==> src/rtl/axil_bridge_config.svh <==
// ==============================
// Widths and depth for the AXI4-Lite bridge
// Data width must be a multiple of 8, depth a power of two
// ==============================
`ifndef AXIL_BRIDGE_CONFIG_SVH
`define AXIL_BRIDGE_CONFIG_SVH

// Byte address width on every AXI channel
`define AXIL_ADDR_W 16

// Data width of W and R beats
`define AXIL_DATA_W 32

// Target memory depth in words
// Mapped bytes run from 0 to AXIL_MEM_WORDS*4-1
`define AXIL_MEM_WORDS 256

`endif

==> src/rtl/axil_bridge_pkg.sv <==
// ==============================
// Shared bridge types, widths from the config header
// ==============================
`include "axil_bridge_config.svh"

package axil_bridge_pkg;

    localparam int unsigned STRB_W = `AXIL_DATA_W / 8;

    typedef enum logic {
        OP_READ  = 1'b0,
        OP_WRITE = 1'b1
    } axil_op_e;

    // Only the responses this target can produce
    typedef enum logic [1:0] {
        RESP_OKAY   = 2'd0,
        RESP_SLVERR = 2'd2,
        RESP_DECERR = 2'd3
    } axil_resp_e;

    typedef enum logic [1:0] {
        IDLE,
        ADDR,
        RESP,
        REPLY
    } mst_state_e;

    // Command stream entry
    typedef struct packed {
        axil_op_e                 op;
        logic [`AXIL_ADDR_W-1:0]  addr;
        logic [`AXIL_DATA_W-1:0]  data;
        logic [STRB_W-1:0]        strb;
        logic [2:0]               prot;
    } axil_cmd_t;

    // Reply stream entry, data is zero for writes
    typedef struct packed {
        axil_resp_e               resp;
        logic [`AXIL_DATA_W-1:0]  data;
    } axil_rsp_t;

    // Shared by AW and AR
    typedef struct packed {
        logic [`AXIL_ADDR_W-1:0]  addr;
        logic [2:0]               prot;
    } axil_aw_t;

    typedef struct packed {
        logic [`AXIL_DATA_W-1:0]  data;
        logic [STRB_W-1:0]        strb;
    } axil_w_t;

    typedef struct packed {
        logic [`AXIL_DATA_W-1:0]  data;
        axil_resp_e               resp;
    } axil_r_t;

    typedef struct packed {
        logic [1:0]               sel;
        logic [`AXIL_ADDR_W-1:0]  value;
    } axil_cfg_t;

    // Locked window, base and limit both inclusive
    typedef struct packed {
        logic                     lock_en;
        logic [`AXIL_ADDR_W-1:0]  base;
        logic [`AXIL_ADDR_W-1:0]  limit;
    } prot_win_t;

endpackage

==> src/rtl/axil_prot_regs.sv <==
// ==============================
// Write-only config, select 3 is ignored
// ==============================
`timescale 1ns/1ns

module axil_prot_regs (
    input  logic                       clk,
    input  logic                       rst_n,

    input  axil_bridge_pkg::axil_cfg_t cfg,
    input  logic                       cfg_valid,
    output logic                       cfg_ready,

    output axil_bridge_pkg::prot_win_t win
);

    localparam logic [1:0] SEL_BASE    = 2'd0;
    localparam logic [1:0] SEL_LIMIT   = 2'd1;
    localparam logic [1:0] SEL_LOCK_EN = 2'd2;

    logic cfg_write;

    assign cfg_write = cfg_valid && cfg_ready;

    // Ready comes up one cycle after reset and stays up
    always_ff @(posedge clk or negedge rst_n) begin
        if (!rst_n) begin
            cfg_ready <= 1'b0;
        end else begin
            cfg_ready <= 1'b1;
        end
    end

    always_ff @(posedge clk or negedge rst_n) begin
        if (!rst_n) begin
            win <= '0;
        end else if (cfg_write) begin
            case (cfg.sel)
                SEL_BASE: begin
                    win.base <= cfg.value;
                end
                SEL_LIMIT: begin
                    win.limit <= cfg.value;
                end
                SEL_LOCK_EN: begin
                    win.lock_en <= cfg.value[0];
                end
                default: begin
                    // Unused select, nothing changes
                end
            endcase
        end
    end

endmodule

==> config.mk <==
export PLATFORM = sky130hd
export DESIGN_NAME = axil_prot_regs
export DESIGN_NICKNAME = d
export VERILOG_FILES = /design/src/rtl/axil_bridge_pkg.sv /design/src/rtl/axil_prot_regs.sv
export VERILOG_INCLUDE_DIRS = /design/src /design/src/rtl
export SDC_FILE = /design/constraint.sdc
export NUM_CORES = 1
export LEC_CHECK = 0
export ABC_AREA = 1
export BUFFER_PORTS_ARGS = -buffer_cell sky130_fd_sc_hd__buf_2
export CAP_MARGIN = 15
export CORE_MARGIN = 3
export CORE_UTILIZATION = 35
export CTS_BUF_LIST = sky130_fd_sc_hd__clkbuf_2
export DETAILED_ROUTE_END_ITERATION = 10
export HOLD_SLACK_MARGIN = 0.08
export PLACE_DENSITY = 0.65
export SLEW_MARGIN = 5
export SYNTH_ARGS = -nofsm -noshare
export SYNTH_HDL_FRONTEND = slang
export SYNTH_SLANG_ARGS = --single-unit
==> constraint.sdc <==
create_clock -name clk -period 1 [get_ports clk]
set_input_delay 0.1 -clock clk [delete_from_list [all_inputs] [get_ports clk]]
set_output_delay 0.1 -clock clk [all_outputs]
set_load 0.01 [all_outputs]
* Yosys cells after proc, flatten, opt, wreduce, memory -nomap -nowiden
Index checks and enable logic that the tools add are counted.
** Cells by class
- Eq/ne operators :: 2
- Reduce and logical (&&, ||, !) cells :: 5
** Operators with widths (count)
- 2-bit AND reduction :: 3
- 2-bit by 1-bit == test with 1-bit output, second input constant :: 1
- 2-bit == test, second input constant :: 1
- 2-bit logical NOT :: 1
- 1-bit logical AND :: 1
** Word-level totals
- Register bits :: 34
- Logic and storage cells :: 11

* Logic depth before layout (Yosys ltp)
Gate-level depths: netlist of the first run.
- Depth in word-level cells :: 2
- Depth in mapped cells :: 6
- Mapped depth without buffers :: 5

* Least setup slack after synthesis of the first run
OpenSTA, ideal clock, no wires.
- Path kind :: flip-flop to flip-flop
- From :: register cfg_ready
- To :: register win[16] (netlist bit)
- Library setup time :: 66 ps
- Arrival time :: 1010 ps
- Setup slack :: -76 ps
- Cell stages (with the launch flop) :: 6
- Clock period less this slack :: 1076 ps
- Path through :: dfrtp_1 nand2_1 inv_2 buf_1 nand3_1 nand2_1
** Between the ends
- Longest elaborated chain between the ends :: 2
** RTL lines
- start, declared :: RTL line axil_prot_regs.sv:12 : output logic cfg_ready,
- start signal, assigned :: RTL line axil_prot_regs.sv:28 : cfg_ready <= 1'b0;
- start signal, assigned :: RTL line axil_prot_regs.sv:30 : cfg_ready <= 1'b1;
- 1-bit logical AND :: RTL line axil_prot_regs.sv:23 : assign cfg_write = cfg_valid && cfg_ready;
- 2-bit AND reduction (no line)
- end, declared :: RTL line axil_prot_regs.sv:14 : output axil_bridge_pkg::prot_win_t win
No other way between the ends.
A chain may end at the register's enable or synchronous reset.

* Worst setup path in the final report of the first run
- From :: register cfg_ready
- To :: output port cfg_ready
No word-level cell between the ends.

==> impl_metrics.tcl, run 1 <==
set metrics [dict create \
    wire_per_inst_um 14.8 \
    cts_tree "done" \
    power_mw 3.77 \
    grt.overflow.total 0 \
    root_buffer "clkbuf_2" \
    yosysUniqueCellTypes 14 \
    htreeDepth 2 \
    post-place-ws_ns 0.0305 \
    yosys-top-cells-count "nand2_1, dfrtp_1, nand3_1" \
    rows 22 \
    crit_type "reg2out" \
    final_hold_viol_count 0 \
    drt_drc_violations_left 0 \
    yosysSeqAreaShare 0.619 \
    violations "setup timing" \
    ant_nets 0 \
    clock_latency_ns 0.39 \
    synthMuxAreaShare 0 \
    ioPinCount 55 \
    stdcell_count 311 \
    synth_compound_area_frac 0 \
    cp-start-kind "flip-flop" \
    synth_nets 172 \
    first_iter_violations 104 \
    die_area_mm2 0.00472 \
    cts_buffers 5 \
    grt_setup_unrepaired "true" \
    fin_util 0.687 \
    cts_sinks 34 \
    gp_congestion 0.752 \
    routed_wl_um 4610 \
    powerDensity_mw_per_mm2 1480 \
    dp_cells 253 \
    grt_pass1_vias 1280 \
    grt_pass1_wl_um 5730 \
    yosysMostFrequentCell "nand2_1" \
    crit_arrival_ns 0.98 \
    cp_max_fo 2 \
    async_flop_share 1.00 \
    synth_adder_area_share 0 \
    path_buf_inv 1 \
    fin_crit_ns 1.08 \
    grt_max_degree 21 \
    vdd_drop_max_mv 0.699 \
    crit_path_max_incr_delay_ns 0.44 \
    hp-class "in2async" \
    outcome "complete, but fails checks" \
    synthFlopType "dfrtp_1" \
    place_hpwl_um 2470 \
    clk_pin_slew_worst_paths_ns 0.17 \
    slew_violations 0 \
    clock.fmax_mhz 924 \
    drive_above_1_share 0.551 \
    p_leak_nw 1.36 \
    grt_use_total 0.170 \
    synth_edf_count 0 \
    routed_via_density 4.81 \
    synth_xor_area_frac 0 \
    synth_top_cell_area_share 0.619 \
    start_util 0.370 \
    die_h_um 68.7 \
    io_buffers 54 \
    yosys.area.top_type "dfrtp_1" \
    nets 283 \
    synth_top_family_by_area "simple AND/OR/NAND/NOR gates" \
    finalCritPeriodShare 1.08 \
    cp-end-kind "output pin" \
    drtPass1Iterations 4 \
    clockBufferDepth 2 \
    synth-simple-area-share 0.338 \
    die_w_um 68.7 \
    skew_ns 0.00796 \
    maxCapViolations 0 \
    syn_area_per_cell_um2 9.11 \
    crit_family "flip-flops" \
    core-area_mm2 0.00372 \
    finalSetupViolCount 52 \
    worst_slack_ns -0.0825 \
    ys_ff_latch 34 \
    crit_slowest_cell "dfrtp_1" \
    dr_total_vias 1495 \
    synth_area_leaders "dfrtp_1, nand2_1, nand3_1" \
    area_growth_pct 85.7 \
    critPathRequiredTime_ns 0.90 \
    yosys_warnings 0 \
    crit_chain "buf_2" \
    antenna_found_initial 0 \
    synthCells 151 \
    diodes 0 \
    holdWs_ns 0.119 \
    netlist_area_mm2 0.00138 \
]
==> cells in the final DEF (no fill, tap or decap), types with 2 or more instances in the layout <==
cell / instances
buf_6: 7
clkbuf_2: 6
dfrtp_1: 34
nand2_2: 15
buf_4: 25
clkbuf_16: 3
dlymetal6s4s_1: 2
nand3_2: 22
nand2_1: 51
nand2_8: 3
buf_2: 49
nand3_1: 10
buf_8: 2
nand2_4: 3
nor2_4: 2
dlygate4sd3_1: 17
buf_12: 3
==> final timing paths <==
check	from	slack, ns	endpoint	depth (start not counted)
setup / recovery	cfg_ready	-0.08	cfg_ready	1
hold / removal	rst_n	0.12	win[20]	2
setup reg to reg	cfg_ready	-0.05	win[13]	5
hold reg to reg	win[28]	0.49	win[28]	2
max in group asynchronous	rst_n	0.46	win[27]	3
min in group clk	cfg_valid	0.18	win[32]	6
==> sequential cells by signal (all words and copies together), names as in the netlist <==
register	flops
cfg_ready	1
win	33
==> cell families after synthesis <==
logic type	after synthesis
simple gates	106
flops	34
buf+inv	10
other cells	1
==> report_power, final <==
part           internal [mW]  switching [mW]
combinational          0.718           0.650
clock                  0.171           0.467
sequential              1.62           0.144
total                   2.51            1.26
==> through the flow <==
stage / TNS (ns) / instance area [um2]
after floorplan: -0.0692 / 1390
after global placement: 0 / 1740
after detailed placement: 0 / 1740
after CTS: -1.99 / 2080
after global routing: -4.12 / 2550
final: -1.93 / 2550
==> area by class of cell <==
type	count	area [um2]
Fill cell	262	1160
Timing Repair Buffer	108	872
Sequential cell	34	851
Multi-Input combinational cell	109	697
Tap cell	48	60.1
Clock buffer	6	30.0
Inverter	3	18.8
Timing Repair inverter	1	16.3
Clock inverter	2	8.76
==> repair_timing <==
item,4_1_cts,5_1_grt
hold buffers,19,0
gates cloned,0,7
endpoints found under the setup margin,36,54
endpoints found under the hold margin,67,0
setup buffers,14,12
resized for setup,1,64
pin swaps,0,29
==> metal layers <==
metal,global-route usage,share of wire,up-vias
met5,0,0,-
met4,0.119,0.034,0
met2,0.271,0.50,60
li1,-,-,711
met1,0.203,0.41,711
met3,0.0357,0.056,13
No activity file was read; power rests on OpenSTA's default activity.
==> run 2, diff against run 1 <==
--- a/config.mk
+++ b/config.mk
@@ -14,6 +14,7 @@
 export CTS_BUF_LIST = sky130_fd_sc_hd__clkbuf_2
 export DETAILED_ROUTE_END_ITERATION = 10
 export HOLD_SLACK_MARGIN = 0.08
+export MAX_ROUTING_LAYER = met4
 export PLACE_DENSITY = 0.65
 export SLEW_MARGIN = 5
 export SYNTH_ARGS = -nofsm -noshare
==> impl_metrics.tcl, run 2 (synthesis results as in run 1) <==
set metrics [dict create \
    fin_util 0.687 \
    antenna_found_initial 0 \
    final_hold_viol_count 0 \
    crit_arrival_ns 0.99 \
    htreeDepth 2 \
    crit_family "flip-flops" \
    routed_wl_um 4590 \
    rr_endpoint "win[13]" \
    drt_drc_violations_left 0 \
    ioPinCount 55 \
    violations "setup timing" \
    first_iter_violations 109 \
    cts_buffers 5 \
    clock_latency_ns 0.40 \
    diodes 0 \
    crit_slowest_cell "dfrtp_1" \
    holdWs_ns 0.116 \
    skew_ns 0.00717 \
    cp_max_fo 2 \
    slew_violations 0 \
    worst_slack_ns -0.0858 \
    stdcell_count 311 \
    ff2ff_path_depth 5 \
    powerDensity_mw_per_mm2 1480 \
    r2r_start "cfg_ready" \
    mostFrequentLayoutCell "nand2_1" \
    path_buf_inv 1 \
    top_regs "win x33, cfg_ready x1" \
    grt.overflow.total 0 \
    finalSetupViolCount 53 \
    cts_tree "done" \
    fin_crit_ns 1.09 \
    core-area_mm2 0.00372 \
    power.switching_mw 1.26 \
    tns_ns -2.04 \
    rows 22 \
    dr_total_vias 1508 \
    die_h_um 68.7 \
    crit_end "cfg_ready" \
    maxCapViolations 0 \
    crit_type "reg2out" \
    critPathRequiredTime_ns 0.90 \
    io_buffers 54 \
    crit_start "cfg_ready" \
    cp-end-kind "output pin" \
    top_register "win" \
    drive_above_1_share 0.551 \
    die_w_um 68.7 \
    finalCritPeriodShare 1.09 \
    cp-start-kind "flip-flop" \
    place_hpwl_um 2470 \
    ant_nets 0 \
    rrSetupSlack_ns -0.05 \
    combPwrFrac 0.362 \
    gp_congestion 0.762 \
    start_util 0.370 \
    wire_per_inst_um 14.7 \
    cp.depth 1 \
    crit_chain "buf_2" \
    cts_sinks 34 \
    p_int_mw 2.51 \
    nets 283 \
    grt_max_degree 21 \
    clockPowerShare 0.170 \
    crit_path_max_incr_delay_ns 0.44 \
    largest_register_ffs 33 \
    grt_use_total 0.175 \
    drtPass1Iterations 4 \
    dp_cells 253 \
    final_cell_mix "nand2_1, buf_2, dfrtp_1" \
    p_sw_frac 0.334 \
    grt_setup_unrepaired "true" \
    routed_via_density 4.85 \
    clk_pin_slew_worst_paths_ns 0.17 \
    outcome "complete, but fails checks" \
    seq_power_share 0.468 \
    grt_pass1_vias 1278 \
    area_growth_pct 85.7 \
    root_buffer "clkbuf_2" \
    p_leak_nw 1.36 \
    die_area_mm2 0.00472 \
    clockBufferDepth 2 \
    hp-class "in2async" \
    clock.fmax_mhz 921 \
    grt_pass1_wl_um 5730 \
    vdd_drop_max_mv 0.696 \
]
## run 2: worst min path at each step
stage / endpoint / depth (start not counted) / start / slack (ns)
finish: win[20] / 2 / rst_n / 0.12
global route: win[18] / 2 / rst_n / 0.15
CTS: win[17] / 2 / rst_n / 0.13
floorplan: cfg_ready / 0 / rst_n / -0.20
detailed placement: win[20] / 1 / rst_n / 0.03
global placement: win[20] / 1 / rst_n / 0.03
## run 2: routing by layer
| metal | GRT usage | up-vias | part of all wire |
|---|---|---|---|
| li1 | - | 714 | - |
| met4 | 0.119 | 0 | 0.033 |
| met2 | 0.271 | 66 | 0.50 |
| met5 | - | - | 0 |
| met3 | 0.0324 | 13 | 0.061 |
| met1 | 0.205 | 715 | 0.40 |
## run 2: per-stage QoR
| step | setup WS, ns | total power, mW | cell area, um2 |
|---|---|---|---|
| final | -0.0858 | 3.77 | 2550 |
| after global routing | -0.113 | 3.98 | 2550 |
| after CTS | -0.0768 | 3.42 | 2080 |
| after detailed placement | 0.0305 | 2.59 | 1740 |
| after global placement | 0.0645 | 2.57 | 1740 |
| after floorplan | -0.00346 | 2.15 | 1390 |
## run 2: power by group through the flow
stage | Sequential [mW] | Combinational (mW) | Clock [mW]
2_1_floorplan | 1.90 | 0.252 | 0
3_3_place_gp | 1.79 | 0.785 | 0
3_5_place_dp | 1.79 | 0.800 | 0
4_1_cts | 1.75 | 1.01 | 0.650
5_1_grt | 1.79 | 1.49 | 0.699
6_report | 1.77 | 1.37 | 0.640
## run 2: area by class of cell
cell class / instances / area (um2)
clock buffer: 6 / 30.0
clock inverter: 2 / 8.76
fill: 262 / 1160
inverter: 3 / 18.8
multi-input combinational: 109 / 697
sequential: 34 / 851
tap: 48 / 60.1
timing repair buffer: 108 / 872
timing repair inverter: 1 / 16.3
## run 2: what timing repair did
item	4_1_cts	5_1_grt
gates cloned	0	7
hold buffers	19	0
setup buffers	14	12
endpoints found under the setup margin	36	54
pin swaps	0	29
resized for setup	1	64
endpoints found under the hold margin	67	0
==> run 3, diff against run 2 <==
--- a/config.mk
+++ b/config.mk
@@ -10,12 +10,12 @@
 export BUFFER_PORTS_ARGS = -buffer_cell sky130_fd_sc_hd__buf_2
 export CAP_MARGIN = 15
 export CORE_MARGIN = 3
-export CORE_UTILIZATION = 35
+export CORE_UTILIZATION = 44
 export CTS_BUF_LIST = sky130_fd_sc_hd__clkbuf_2
 export DETAILED_ROUTE_END_ITERATION = 10
-export HOLD_SLACK_MARGIN = 0.08
+export GPL_TIMING_DRIVEN = 0
 export MAX_ROUTING_LAYER = met4
-export PLACE_DENSITY = 0.65
+export PLACE_DENSITY = 0.79
 export SLEW_MARGIN = 5
 export SYNTH_ARGS = -nofsm -noshare
 export SYNTH_HDL_FRONTEND = slang
==> impl_metrics.tcl, run 3 (synthesis results as in run 1) <==
set metrics [dict create \
    cts_buffers 5 \
    crit_path_max_incr_delay_ns 0.43 \
    cp-start-kind "flip-flop" \
    clk_pin_slew_worst_paths_ns 0.18 \
    top_register "win" \
    dp_cells 247 \
    ant_nets 0 \
    grt_max_degree 35 \
    grt_pass1_wl_um 5550 \
    dr_total_vias 1419 \
    tightest_slew_ns 0.731 \
    worst_slack_ns -0.0724 \
    finalCritPeriodShare 1.07 \
    root_buffer "clkbuf_2" \
    powerDensity_mw_per_mm2 1650 \
    top_regs "win x33, cfg_ready x1" \
    outcome "complete, but fails checks" \
    start_util 0.478 \
    critPathRequiredTime_ns 1.26 \
    fin_util 0.806 \
    cts_sinks 34 \
    vdd_drop_max_mv 1.49 \
    die_h_um 61.9 \
    crit_type "reg2reg" \
    die_w_um 61.9 \
    slew_headroom 0.513 \
    slew_violations 0 \
    rows 19 \
    crit_slowest_cell "dfrtp_1" \
    hp-class "in2reg" \
    cp-end-kind "flip-flop" \
    tns_ns -1.87 \
    path_buf_inv 2 \
    violations "setup timing" \
    wire_per_inst_um 14.0 \
    routed_wl_um 4080 \
    mostFrequentLayoutCell "nand2_1" \
    p_leak_nw 1.26 \
    largest_register_ffs 33 \
    diodes 0 \
    maxCapViolations 0 \
    routed_via_density 4.86 \
    drive_above_1_share 0.480 \
    ioPinCount 55 \
    grt.overflow.total 0 \
    clockBufferDepth 2 \
    cp_max_fo 10 \
    clock_latency_ns 0.38 \
    fin_crit_ns 1.07 \
    crit_family "flip-flops" \
    grt_use_total 0.209 \
    drt_drc_violations_left 0 \
    multi_input_area_um2 597 \
    final_cell_mix "nand2_1, buf_2, dfrtp_1" \
    holdWs_ns 0.0586 \
    die_area_mm2 0.00383 \
    regArea_um2 851 \
    stdcell_count 292 \
    gp_congestion 0.732 \
    drtPass1Iterations 5 \
    nets 270 \
    core-area_mm2 0.00288 \
    antenna_found_initial 0 \
    clock.fmax_mhz 932 \
    crit_arrival_ns 1.33 \
    io_buffers 54 \
    grt_setup_unrepaired "true" \
    fillers 181 \
    crit_chain "nand2_2 -> clkinv_4 -> buf_8 -> nand3_2 -> nand2_1" \
    cts_tree "done" \
    first_iter_violations 86 \
    area_growth_pct 68.5 \
    grt_pass1_vias 1263 \
    final_hold_viol_count 0 \
    skew_ns 0.0327 \
    htreeDepth 2 \
    place_hpwl_um 2310 \
    finalSetupViolCount 60 \
]
[run 3: path summary, 6_finish.rpt]
check                      startpoint      end  slack (ns)  cells past startpoint
setup / recovery            cfg_ready   win[3]       -0.07                      5
hold / removal                cfg[16]  win[26]        0.06                      4
setup reg to reg            cfg_ready   win[3]       -0.07                      5
hold reg to reg                win[4]   win[4]        0.49                      2
max in group asynchronous       rst_n   win[3]        0.20                      2
min in group asynchronous       rst_n  win[10]        0.30                      2
[run 3: worst register-to-register path, stage by stage (launching register included)]
cell,delay (ns)
dfrtp_1,0.43
nand2_2,0.09
clkinv_4,0.12
buf_8,0.18
nand3_2,0.08
nand2_1,0.06
[run 3: area by class of cell]
cell class,count,share of cell area
clock inverters,1,0.0130
repair buffers,91,0.281
inverters,3,0.00702
flip-flops and latches,34,0.367
plain buffers,7,0.0362
well taps,42,0.0227
clock buffers,7,0.0151
multi-input cells,107,0.258
[run 3: power breakdown]
part	leakage, nW	switching, mW	internal, mW
registers	0.427	0.141	1.62
logic	0.794	0.577	0.603
clock network	0.0432	0.444	0.446
[run 3: through the flow]
stage          setup WS [ns]  area (um2)  total power, mW
6_report             -0.0724        2320             3.83
4_1_cts              -0.0769        2070             3.60
3_5_place_dp         -0.0558        1710             2.56
3_3_place_gp         -0.0489        1710             2.54
5_1_grt               -0.131        2320             4.06
2_1_floorplan       -0.00346        1390             2.15
[run 3: repair_timing]
item	CTS	global route
buffers inserted	11	8
cloned	1	0
gates resized for setup	10	41
setup endpoints to repair	64	65
pin swaps	1	6
hold buffers	17	0
hold endpoints to repair	67	0
[run 3: routing by layer]
layer / global-route usage / wire (um)
met1: 0.250 / 1720
met2: 0.344 / 2090
met3: 0.0372 / 210
met4: 0.0939 / 68
met5: - / 0
