--- src/rtl/axil_bridge_config.svh ---
// ==============================
// Widths and depth for the AXI4-Lite bridge
// Data width must be a multiple of 8, depth a power of two
// ==============================
`ifndef AXIL_BRIDGE_CONFIG_SVH
`define AXIL_BRIDGE_CONFIG_SVH

// Byte address width on every AXI channel
`define AXIL_ADDR_W 16

// Data width of W and R beats
`define AXIL_DATA_W 32

// Target memory depth in words
// Mapped bytes run from 0 to AXIL_MEM_WORDS*4-1
`define AXIL_MEM_WORDS 256

`endif

--- src/rtl/axil_bridge_pkg.sv ---
// ==============================
// Shared bridge types, widths from the config header
// ==============================
`include "axil_bridge_config.svh"

package axil_bridge_pkg;

    localparam int unsigned STRB_W = `AXIL_DATA_W / 8;

    typedef enum logic {
        OP_READ  = 1'b0,
        OP_WRITE = 1'b1
    } axil_op_e;

    // Only the responses this target can produce
    typedef enum logic [1:0] {
        RESP_OKAY   = 2'd0,
        RESP_SLVERR = 2'd2,
        RESP_DECERR = 2'd3
    } axil_resp_e;

    typedef enum logic [1:0] {
        IDLE,
        ADDR,
        RESP,
        REPLY
    } mst_state_e;

    // Command stream entry
    typedef struct packed {
        axil_op_e                 op;
        logic [`AXIL_ADDR_W-1:0]  addr;
        logic [`AXIL_DATA_W-1:0]  data;
        logic [STRB_W-1:0]        strb;
        logic [2:0]               prot;
    } axil_cmd_t;

    // Reply stream entry, data is zero for writes
    typedef struct packed {
        axil_resp_e               resp;
        logic [`AXIL_DATA_W-1:0]  data;
    } axil_rsp_t;

    // Shared by AW and AR
    typedef struct packed {
        logic [`AXIL_ADDR_W-1:0]  addr;
        logic [2:0]               prot;
    } axil_aw_t;

    typedef struct packed {
        logic [`AXIL_DATA_W-1:0]  data;
        logic [STRB_W-1:0]        strb;
    } axil_w_t;

    typedef struct packed {
        logic [`AXIL_DATA_W-1:0]  data;
        axil_resp_e               resp;
    } axil_r_t;

    typedef struct packed {
        logic [1:0]               sel;
        logic [`AXIL_ADDR_W-1:0]  value;
    } axil_cfg_t;

    // Locked window, base and limit both inclusive
    typedef struct packed {
        logic                     lock_en;
        logic [`AXIL_ADDR_W-1:0]  base;
        logic [`AXIL_ADDR_W-1:0]  limit;
    } prot_win_t;

endpackage

--- src/rtl/axil_cmd_master.sv ---
// ==============================
// One transaction in flight, no IDs or bursts
// Reply must be taken before the next command
// ==============================
`timescale 1ns/1ns

module axil_cmd_master (
    input  logic                        clk,
    input  logic                        rst_n,

    input  axil_bridge_pkg::axil_cmd_t  cmd,
    input  logic                        cmd_valid,
    output logic                        cmd_ready,

    output axil_bridge_pkg::axil_rsp_t  rsp,
    output logic                        rsp_valid,
    input  logic                        rsp_ready,

    output axil_bridge_pkg::axil_aw_t   aw,
    output logic                        awvalid,
    input  logic                        awready,

    output axil_bridge_pkg::axil_w_t    w,
    output logic                        wvalid,
    input  logic                        wready,

    input  axil_bridge_pkg::axil_resp_e bresp,
    input  logic                        bvalid,
    output logic                        bready,

    output axil_bridge_pkg::axil_aw_t   ar,
    output logic                        arvalid,
    input  logic                        arready,

    input  axil_bridge_pkg::axil_r_t    r,
    input  logic                        rvalid,
    output logic                        rready
);

    axil_bridge_pkg::mst_state_e state;
    axil_bridge_pkg::axil_cmd_t  cmd_q;
    axil_bridge_pkg::axil_rsp_t  rsp_q;

    logic is_write;
    logic aw_done;
    logic w_done;
    logic ar_done;
    logic b_take;
    logic r_take;

    assign is_write = (cmd_q.op == axil_bridge_pkg::OP_WRITE);

    // Channel payloads come straight from the latched command
    assign aw = '{addr: cmd_q.addr, prot: cmd_q.prot};
    assign ar = '{addr: cmd_q.addr, prot: cmd_q.prot};
    assign w  = '{data: cmd_q.data, strb: cmd_q.strb};

    assign bready = (state == axil_bridge_pkg::RESP);
    assign rready = (state == axil_bridge_pkg::RESP);

    // A channel is done once its valid is gone or leaves this cycle
    assign aw_done = !awvalid || awready;
    assign w_done  = !wvalid || wready;
    assign ar_done = !arvalid || arready;

    assign b_take = is_write && bvalid && bready;
    assign r_take = !is_write && rvalid && rready;

    assign rsp = rsp_q;

    always_ff @(posedge clk) begin
        if (cmd_valid && cmd_ready) begin
            cmd_q <= cmd;
        end
    end

    always_ff @(posedge clk) begin
        if (b_take) begin
            rsp_q <= '{resp: bresp, data: '0};
        end else if (r_take) begin
            rsp_q <= '{resp: r.resp, data: r.data};
        end
    end

    always_ff @(posedge clk or negedge rst_n) begin
        if (!rst_n) begin
            state     <= axil_bridge_pkg::IDLE;
            cmd_ready <= 1'b0;
            awvalid   <= 1'b0;
            wvalid    <= 1'b0;
            arvalid   <= 1'b0;
            rsp_valid <= 1'b0;
        end else begin
            case (state)
                axil_bridge_pkg::IDLE: begin
                    cmd_ready <= 1'b1;
                    if (cmd_valid && cmd_ready) begin
                        cmd_ready <= 1'b0;
                        awvalid   <= (cmd.op == axil_bridge_pkg::OP_WRITE);
                        wvalid    <= (cmd.op == axil_bridge_pkg::OP_WRITE);
                        arvalid   <= (cmd.op == axil_bridge_pkg::OP_READ);
                        state     <= axil_bridge_pkg::ADDR;
                    end
                end
                axil_bridge_pkg::ADDR: begin
                    // AW and W may complete in either order
                    if (awready) begin
                        awvalid <= 1'b0;
                    end
                    if (wready) begin
                        wvalid <= 1'b0;
                    end
                    if (arready) begin
                        arvalid <= 1'b0;
                    end
                    if (aw_done && w_done && ar_done) begin
                        state <= axil_bridge_pkg::RESP;
                    end
                end
                axil_bridge_pkg::RESP: begin
                    if (b_take || r_take) begin
                        rsp_valid <= 1'b1;
                        state     <= axil_bridge_pkg::REPLY;
                    end
                end
                axil_bridge_pkg::REPLY: begin
                    if (rsp_ready) begin
                        rsp_valid <= 1'b0;
                        cmd_ready <= 1'b1;
                        state     <= axil_bridge_pkg::IDLE;
                    end
                end
                default: state <= axil_bridge_pkg::IDLE;
            endcase
        end
    end

    // AW must not be withdrawn before the target accepts it
    a_aw_hold: assert property (@(posedge clk) disable iff (!rst_n)
        awvalid && !awready |=> awvalid && $stable(aw));

    a_cmd_ready_idle: assert property (@(posedge clk) disable iff (!rst_n)
        cmd_ready |-> state == axil_bridge_pkg::IDLE);

endmodule

--- config.mk ---
export PLATFORM = sky130hd
export DESIGN_NAME = axil_cmd_master
export DESIGN_NICKNAME = d
export VERILOG_FILES = /design/src/rtl/axil_bridge_pkg.sv /design/src/rtl/axil_cmd_master.sv
export VERILOG_INCLUDE_DIRS = /design/src /design/src/rtl
export SDC_FILE = /design/constraint.sdc
export NUM_CORES = 1
export LEC_CHECK = 0
export ABC_AREA = 1
export BUFFER_PORTS_ARGS = -buffer_cell sky130_fd_sc_hd__buf_2
export CAP_MARGIN = 0
export CELL_PAD_IN_SITES_DETAIL_PLACEMENT = 1
export CELL_PAD_IN_SITES_GLOBAL_PLACEMENT = 1
export CORE_UTILIZATION = 34
export CTS_BUF_LIST = sky130_fd_sc_hd__clkbuf_8 sky130_fd_sc_hd__clkbuf_16
export CTS_CLUSTER_DIAMETER = 150
export DETAILED_ROUTE_END_ITERATION = 16
export PLACE_DENSITY = 0.94
export SYNTH_ARGS = -nofsm -noshare
export SYNTH_HDL_FRONTEND = slang
export SYNTH_SLANG_ARGS = --single-unit
--- constraint.sdc ---
create_clock -name clk -period 4.6 [get_ports clk]
set_clock_uncertainty 0.15 [all_clocks]
set_input_delay 0 -clock clk [delete_from_list [all_inputs] [get_ports clk]]
set_output_delay 0 -clock clk [all_outputs]
set_load 0.02 [all_outputs]
Word level (Yosys, flattened, before mapping) --
Cells that the tools add are included. Widths: inputs -> output; s select.
Storage, ports and cells: register bits after elaboration 97, bits of input ports 101, output and inout bits 115
Operators by class: equality and inequality tests 10, multiplexer cells 21, bitwise operators 1, reduce and logical (&&, ||, !) cells 26
Operators by type and width (count):
- $mux 34 | 2
- $ne 2x2->1 const B | 6
- $reduce_and 3->1 | 4
- $pmux 1 s2 | 5
- $mux 1 | 9
- $mux 2 | 4
- $pmux 2 s4 | 1
- $reduce_bool 2->1 | 4
- $logic_and 1x1->1 | 7
- $eq 2x2->1 const B | 2
- $logic_not 1->1 | 4
- $logic_or 1x1->1 | 4
- $reduce_and 4->1 | 1
- $eq 2x1->1 const B | 1
- $logic_not 2->1 | 1
- $ne 2x1->1 const B | 1
- $reduce_and 2->1 | 1
- $not 1->1 | 1

Logic depth before layout (Yosys ltp) --
Gate-level depths: netlist (run 1).
depth in word-level cells 6, gate-level depth with buffers 8, gate-level depth less buffers 8

Worst setup path before layout (run 1) --
OpenSTA, ideal clock, no wires.
path type register -> register, start register cmd_ready, end register cmd_q, in the netlist ar[0], enable pin, library setup time 0.410 ns, arrival time 1.698 ns, required time 4.040 ns, setup slack 2.342 ns, stages on the path, launching flop included 3, period minus slack after synthesis 2.258 ns, cells stage by stage dfrtp_1 > nand2_1 > inv_1
On the way: cells in the longest elaborated chain, start to end 1
Ends and longest elaborated chain:
- start, declared | line axil_cmd_master.sv:13 | output logic cmd_ready,
- start signal, assigned | line axil_cmd_master.sv:88 | cmd_ready <= 1'b0;
- start signal, assigned | line axil_cmd_master.sv:96 | cmd_ready <= 1'b1;
- start signal, assigned | line axil_cmd_master.sv:98 | cmd_ready <= 1'b0;
- $logic_and 1x1->1 | line axil_cmd_master.sv:72 | if (cmd_valid && cmd_ready) begin
- end signal, assigned | line axil_cmd_master.sv:73 | cmd_q <= cmd;
- end, declared | line axil_cmd_master.sv:41 | axil_bridge_pkg::axil_cmd_t cmd_q;
Every way passes these cells. A chain may end at the register's enable or synchronous reset.

Worst setup path after layout (run 1) --
start register state[0], end register rsp_q, in the netlist rsp[33], data pin
On the way: cells in the longest elaborated chain, start to end 3
Ends and longest elaborated chain:
- start, declared | line axil_cmd_master.sv:40 | axil_bridge_pkg::mst_state_e state;
- start signal, assigned | line axil_cmd_master.sv:87 | state <= axil_bridge_pkg::IDLE;
- start signal, assigned | line axil_cmd_master.sv:102 | state <= axil_bridge_pkg::ADDR;
- start signal, assigned | line axil_cmd_master.sv:117 | state <= axil_bridge_pkg::RESP;
- $eq 2x2->1 | line axil_cmd_master.sv:58 | assign bready = (state == axil_bridge_pkg::RESP);
- $logic_and 1x1->1 | line axil_cmd_master.sv:66 | assign b_take = is_write && bvalid && bready;
- $mux 34 | line axil_cmd_master.sv:78 | if (b_take) begin
- end signal, assigned | line axil_cmd_master.sv:79 | rsp_q <= '{resp: bresp, data: '0};
- end signal, assigned | line axil_cmd_master.sv:81 | rsp_q <= '{resp: r.resp, data: r.data};
- end, declared | line axil_cmd_master.sv:42 | axil_bridge_pkg::axil_rsp_t rsp_q;
Every way passes these cells.

==> metrics.md, run 1 <==
| Metric | Value |
|---|---|
| Setup WS pre-CTS | 2.43 ns |
| F_max | between 300 and 400 MHz |
| Setup CP Type | reg -> reg |
| Reg2reg end | rsp[33] |
| Area Growth Syn to Fin | 64.0% |
| Final setup viols | 0 |
| Slew Viols, Final | 0 |
| First-pass GRT wire length | about 23 mm |
| Worst-Margin Slew | roughly 1.2 ns |
| RSZ-0062 raised after global routing | no |
| Die height | 104 um |
| Die Wd | 104 um |
| Setup ws final | approximately 1.8 ns |
| Via count | 3,420 |
| Post-route clock period utilization | 60.2% |
| Fin crit period | 2.77 ns |
| P_sw | between 1 and 1.5 mW |
| Static Leak | 2.76 nW |
| Top cell type's share of synthesized area | 49.7% |
| Min-Delay Path Class | in -> reg |
| 1st-iter DRT viols | 198 |
| Reg2Reg Depth | 6 |
| Tot Pwr | about 3.1 mW |
| Gate power share | 39.7% |
| Root Driver | clkbuf_8 |
| ANT nets after route | 0 |
| Post-CTS resize count | 0 |
| Core ar. | a little under 0.01 sq mm |
| GRT Total Usage | 28.8% |
| HP Start | rvalid |
| Synth area leader | edfxtp_1 |
| Post-Layout Cell Count | just over 700 |
| Drc violations | 0 |
| Worst-path clk slew | 0.09 ns |
| Clk_lat worst skew | 0.37 ns |
| Synthesized cell area | 0.00350 sq mm |
| Pwr/cell area | 543 mW/mm^2 |
| Sequential share of power | 43.1% |
| Reg2reg start | state[0] |
| IO Pins | 216 |
| Crit path max fanout | 35 |
| DR WL/cell | 21.0 um |
| Fin Hold WS | ~0.13 ns |
| Initial Util | 35.5% |
| Largest net degree at the start of global routing | between 50 and 60 |
| CTS H-tree lvls | 3 |
| Grt total ovfl | 0 |
| CP Data Arrival Time | 2.85 ns |
| Ratio of cells with drive above 1 in the final layout | 40.2% |
| GPL Wtd Cong | 0.792 |
| Sequential standard cell area | 0.00256 sq mm |
| Cells after Synth | 286 |
| Area of the multi-input gates | 689 sq um |
| Sw frac | a little over two fifths |
| Max VDD drop | 0.254 mV |
| P_int | approximately 1.8 mW |
| DRT Wirelength | 15.2 mm |
| Critical path startpoint | state[0] |
| Synth Register Bits | 97 |
| Worst setup EP type | register |
| Total negative slack | 0 ns |
| Nets | 690 |
| Row cnt | 36 |
| Cells after DPL | 605 |
| CTS Buf Count | 9 |
| Hold Fails Final Rpt | 0 |
| Startpoint types | register |
| Status | finished, final reports clean |
| Vias per cell | 4.70 |
| CTS tree | yes |
| Die area | 0.0107 sq mm |
| Clock Path Buffers | 2 |
| Crit path to | rsp[33] |
| Clock power frac | between 10% and 20% |
| Synth unique cells | 24 |
| Hpwl dp | 7.90 mm |
| # port buffers | between 200 and 250 |
| R2R setup slack | around 1.8 ns |
| First-pass DRT Iterations | 6 |
| Headroom to the max-slew limit | 18.2% |
| Critical Path RT | 4.69 ns |
| Register area share after synthesis | 73.0% |
| YS warnings | 0 |
| Syn_nets | 391 |
| Top post-synthesis cells by area | edfxtp_1 (50%), dfxtp_1 (18%), nand2_1 (7.6%) |
| Syn avg cell area | 12.3 sq um |
| Fillers | 1,109 |
| Vias in the first global route | 3,771 |
| Initial antenna violation count | 4 |
| Max_cap viols | 0 |
| CTS sink cnt | 97 |
[registers in the layout (all words and copies together) (netlist names)]
signal     flops
rsp           34
awvalid        1
is_write       1
rsp_valid      1
cmd_ready      1
arvalid        1
w             36
wvalid         1
ar            19
state          2
[power groups by stage]
stage	logic, mW	clock network, mW	registers, mW
floorplan	0.436	0	1.61
global placement	1.05	0	1.32
detailed placement	1.09	0	1.34
CTS	1.18	0.525	1.32
global route	1.31	0.577	1.37
finish	1.24	0.536	1.34
[cells in the final DEF, fill, tap and decap left out, types with 2 or more instances in the layout]
master / Yosys / routed
a22o_1: 2 / 2
buf_2: 6 / 215
clkbuf_8: 0 / 10
clkinvlp_4: 0 / 3
dfrtp_1: 7 / 7
dfxtp_1: 32 / 32
diode_2: 0 / 4
dlygate4sd3_1: 0 / 102
edfxtp_1: 58 / 58
ha_1: 4 / 4
inv_1: 11 / 12
inv_2: 1 / 2
nand2_1: 71 / 71
nand3_1: 27 / 27
nor2_1: 20 / 20
o21ai_0: 14 / 14
[layout make-up]
cell class | instances | share of cell area (%)
Timing Repair Buffer | 317 | 36.5
Clock inverter | 6 | 0.675
Inverter | 13 | 0.892
Tap cell | 133 | 2.90
Antenna cell | 4 | 0.174
Multi-Input combinational cell | 147 | 12.0
Sequential cell | 97 | 44.5
Clock buffer | 10 | 2.39
[critical path: stages, from the launching register on]
cell	delay (ns)
dfrtp_1	0.43
inv_1	0.10
ha_1	0.34
nand3_2	0.61
inv_1	0.27
a22o_1	0.18
dlygate4sd3_1	0.55
[stage by stage]
stage	utilization [%]	cell area (sq um)
2_1_floorplan	-	3500
3_3_place_gp	46.0	4540
3_5_place_dp	46.0	4540
4_1_cts	58.2	5740
5_1_grt	58.2	5750
6_report	58.3	5750
[how the worst min path moves through the flow]
stage | cells after the start | end | slack (ns)
finish | 6 | state[0] | 0.13
global route | 6 | state[0] | 0.14
CTS | 6 | state[0] | 0.04
detailed placement | 1 | arvalid | -0.30
global placement | 1 | awvalid | -0.30
floorplan | 0 | arvalid | -0.45
[cell families (layout without fill, tap and decap cells)]
family                     count (synthesis)  after routing  synth area share (%)
and+or+nand+nor                          124            124                  15.2
DFF                                       97             97                  73.0
buffers and inverters                     42            346                  7.35
adders and majority gates                  4              4                  1.43
AOI/OAI and AO/OA                         19             19                  3.07
other                                      0              4                     0
[routing by layer]
metal	track usage (%)	vias to the layer above	routed length [um]	part of all wire, %
li1	-	1540	-	-
met4	14.9	0	635	4.2
met1	27.5	1674	5260	35
met3	9.19	40	938	6.2
met5	0	-	0	0
met2	54.6	166	8400	55
[timing repair]
action                    CTS  global route
hold endpoints to repair  104             0
hold buffers              102             0
setup buffers               0             0
[cells in the mapped netlist, drive strengths merged]
master and number:
a21oi 1, a22o 2, buf 29, dfrtp 7
dfxtp 32, edfxtp 58, ha 4, inv 13
nand2 72, nand3 29, nand4 1, nor2 20
nor2b 1, o211ai 1, o21ai 14, o31ai 1
or2 1
No activity file was read; power rests on OpenSTA's default activity.
==> inputs of run 2 (changes only) <==
CORE_UTILIZATION = 31   (was 34)
PLACE_DENSITY = 0.88   (was 0.94)
clock period = 2.6 ns   (was 4.6 ns; I/O delays follow)
==> run 2 against run 1 <==
Net effect: combinational power increased by 72%; cell count increased by 0.83%; sequential power increased by 76%; maximum frequency increased by 26%; largest cell class unchanged; non-clock buffer count decreased by 1; sequential share of layout area decreased by 0.88 points; core utilization decreased by 4.6 points; highest routed layer unchanged; total power increased by 87%; final area increased by 2.0%; worst hold slack got worse by 0.090 ns.
==> metrics.md, run 2 (synthesis results as in run 1) <==
| Metric | Value |
|---|---|
| Status | finished, final reports clean |
| Pwr/cell area | between 900 and 1000 mW/mm^2 |
| Post-CTS resize count | 0 |
| Clock power frac | between 20% and 30% |
| Crit path to | rsp[32] |
| CTS Buf Count | 9 |
| Grt total ovfl | 0 |
| Leading cell types in the layout, fill and taps excluded | buf_2 (215), dlygate4sd3_1 (99), nand2_1 (71) |
| Area Growth Syn to Fin | 67.3% |
| Reg2reg start | state[0] |
| Initial Util | roughly 32% |
| DRT Wirelength | 13.7 mm |
| Gate power share | around 37% |
| Reg2reg end | rsp[32] |
| Slew Viols, Final | 0 |
| Min-Delay Path Class | in -> reg |
| Hold Buf Count CTS | 99 |
| P_int | 3.61 mW |
| Worst setup EP type | register |
| Post-DP Area | 0.00456 sq mm |
| Ratio of cells with drive above 1 in the final layout | 40.6% |
| Die height | 108 um |
| Via count | 3,313 |
| Hpwl dp | 7.98 mm |
| Vias in the first global route | 3,697 |
| Post-route clock period utilization | a little over four fifths |
| Sequential standard cell area | about 0.0026 sq mm |
| Worst-path clk slew | 0.07 ns |
| CTS sink cnt | 97 |
| Commonest non-fill, non-tap cell in the layout | buf_2 |
| GRT Total Usage | 22.8% |
| R2R setup slack | around 0.4 ns |
| Row cnt | 38 |
| Total negative slack | 0 ns |
| Sw frac | between 30% and 40% |
| Core ar. | around 0.011 sq mm |
| IO Pins | around 220 |
| Max FFs per register | 36 |
| Sequential share of power | 40.5% |
| Clock Path Buffers | 2 |
| Die Wd | 108 um |
| Final setup viols | 0 |
| Drc violations | 0 |
| Die area | between 0.01 and 0.015 sq mm |
| Max_cap viols | 0 |
| Initial antenna violation count | 3 |
| First-pass DRT Iterations | 4 |
| Fin crit period | ~2.2 ns |
| Clk_lat worst skew | 0.33 ns |
| # port buffers | 215 |
| Startpoint types | register |
| F_max | 455 MHz |
| Critical Path RT | around 2.6 ns |
| Vias per cell | 4.52 |
| Reg2Reg Depth | 5 |
| Root Driver | clkbuf_16 |
| Hold Fails Final Rpt | 0 |
| Static Leak | 2.82 nW |
| GPL Wtd Cong | 0.776 |
| CTS H-tree lvls | 3 |
| Post-Layout Inst Area | 0.00586 sq mm |
| Max VDD drop | 0.512 mV |
| Crit path max fanout | 35 |
| CTS tree | yes |
| Setup CP Type | reg -> reg |
| Critical path startpoint | state[0] |
| Fillers | 1,217 |
| Nets | just under 700 |
| DR WL/cell | 18.7 um |
| CP Data Arrival Time | 2.24 ns |
| Worst-Margin Slew | 0.707 ns |
| ANT nets after route | 0 |
| Largest net degree at the start of global routing | 56 |
| Headroom to the max-slew limit | 52.9% |
| Tot Pwr | 5.83 mW |
| Area of the multi-input gates | approximately 700 sq um |
| First-pass GRT wire length | between 15 and 20 mm |
| 1st-iter DRT viols | ~180 |
| Post-CTS Setup Bufs | 0 |
| Finished Core Util | 53.6% |
| RSZ-0062 raised after global routing | no |
| P_sw | between 2 and 2.5 mW |
run 2: cell types whose count changed in the layout (fill, tap and decap cells not counted), sizes merged:
cell / previous run / this run
clkinvlp: 3 / 0
dlygate4sd3: 102 / 99
buf: 215 / 217
bufinv: 0 / 1
clkinv: 1 / 2
inv: 15 / 16
run 2: how the worst min path moves through the flow:
stage / start / endpoint / slack, ns / cells past startpoint
final: rvalid / rsp_valid / 0.03 / 6
after global routing: rvalid / rsp_valid / 0.07 / 6
after CTS: rvalid / rsp_valid / 0.01 / 6
after detailed placement: rst_n / rsp_valid / -0.30 / 1
after global placement: rst_n / rsp_valid / -0.31 / 1
after floorplan: rst_n / arvalid / -0.45 / 0
run 2: power groups by stage:
stage / Sequential (mW) / Clock (mW) / Combinational, mW
CTS: 2.34 / 1.36 / 2.08
finish: 2.36 / 1.34 / 2.13
global placement: 2.34 / 0 / 1.87
floorplan: 2.86 / 0 / 0.772
detailed placement: 2.37 / 0 / 1.95
global route: 2.41 / 1.42 / 2.31
run 2: stage by stage:
stage / cells / hold WS, ns / setup slack (ns)
2_1_floorplan: 286 / -0.446 / 0.342
3_3_place_gp: 614 / -0.308 / 0.579
3_5_place_dp: 614 / -0.300 / 0.447
4_1_cts: 729 / 0.0102 / 0.416
5_1_grt: 732 / 0.0749 / 0.244
6_report: 733 / 0.0350 / 0.400
run 2: area by class of cell:
class | count | share of cell area, %
Antenna cell | 4 | 0.171
Clock buffer | 10 | 4.08
Clock inverter | 6 | 1.02
Inverter | 13 | 0.875
Multi-Input combinational cell | 147 | 11.8
Sequential cell | 97 | 43.6
Tap cell | 140 | 2.99
Timing Repair Buffer | 316 | 35.5
run 2: per-layer routing:
layer,share of wire (%),track usage [%]
met5,0,0
met2,55,44.6
met3,6.9,5.61
met4,2.7,10.0
met1,35,22.5
run 2: worst max-delay path: stages (launching register included):
cell,delay [ns]
dfrtp_1,0.42
inv_1,0.11
ha_1,0.32
nand3_4,0.40
inv_4,0.44
a22o_1,0.19
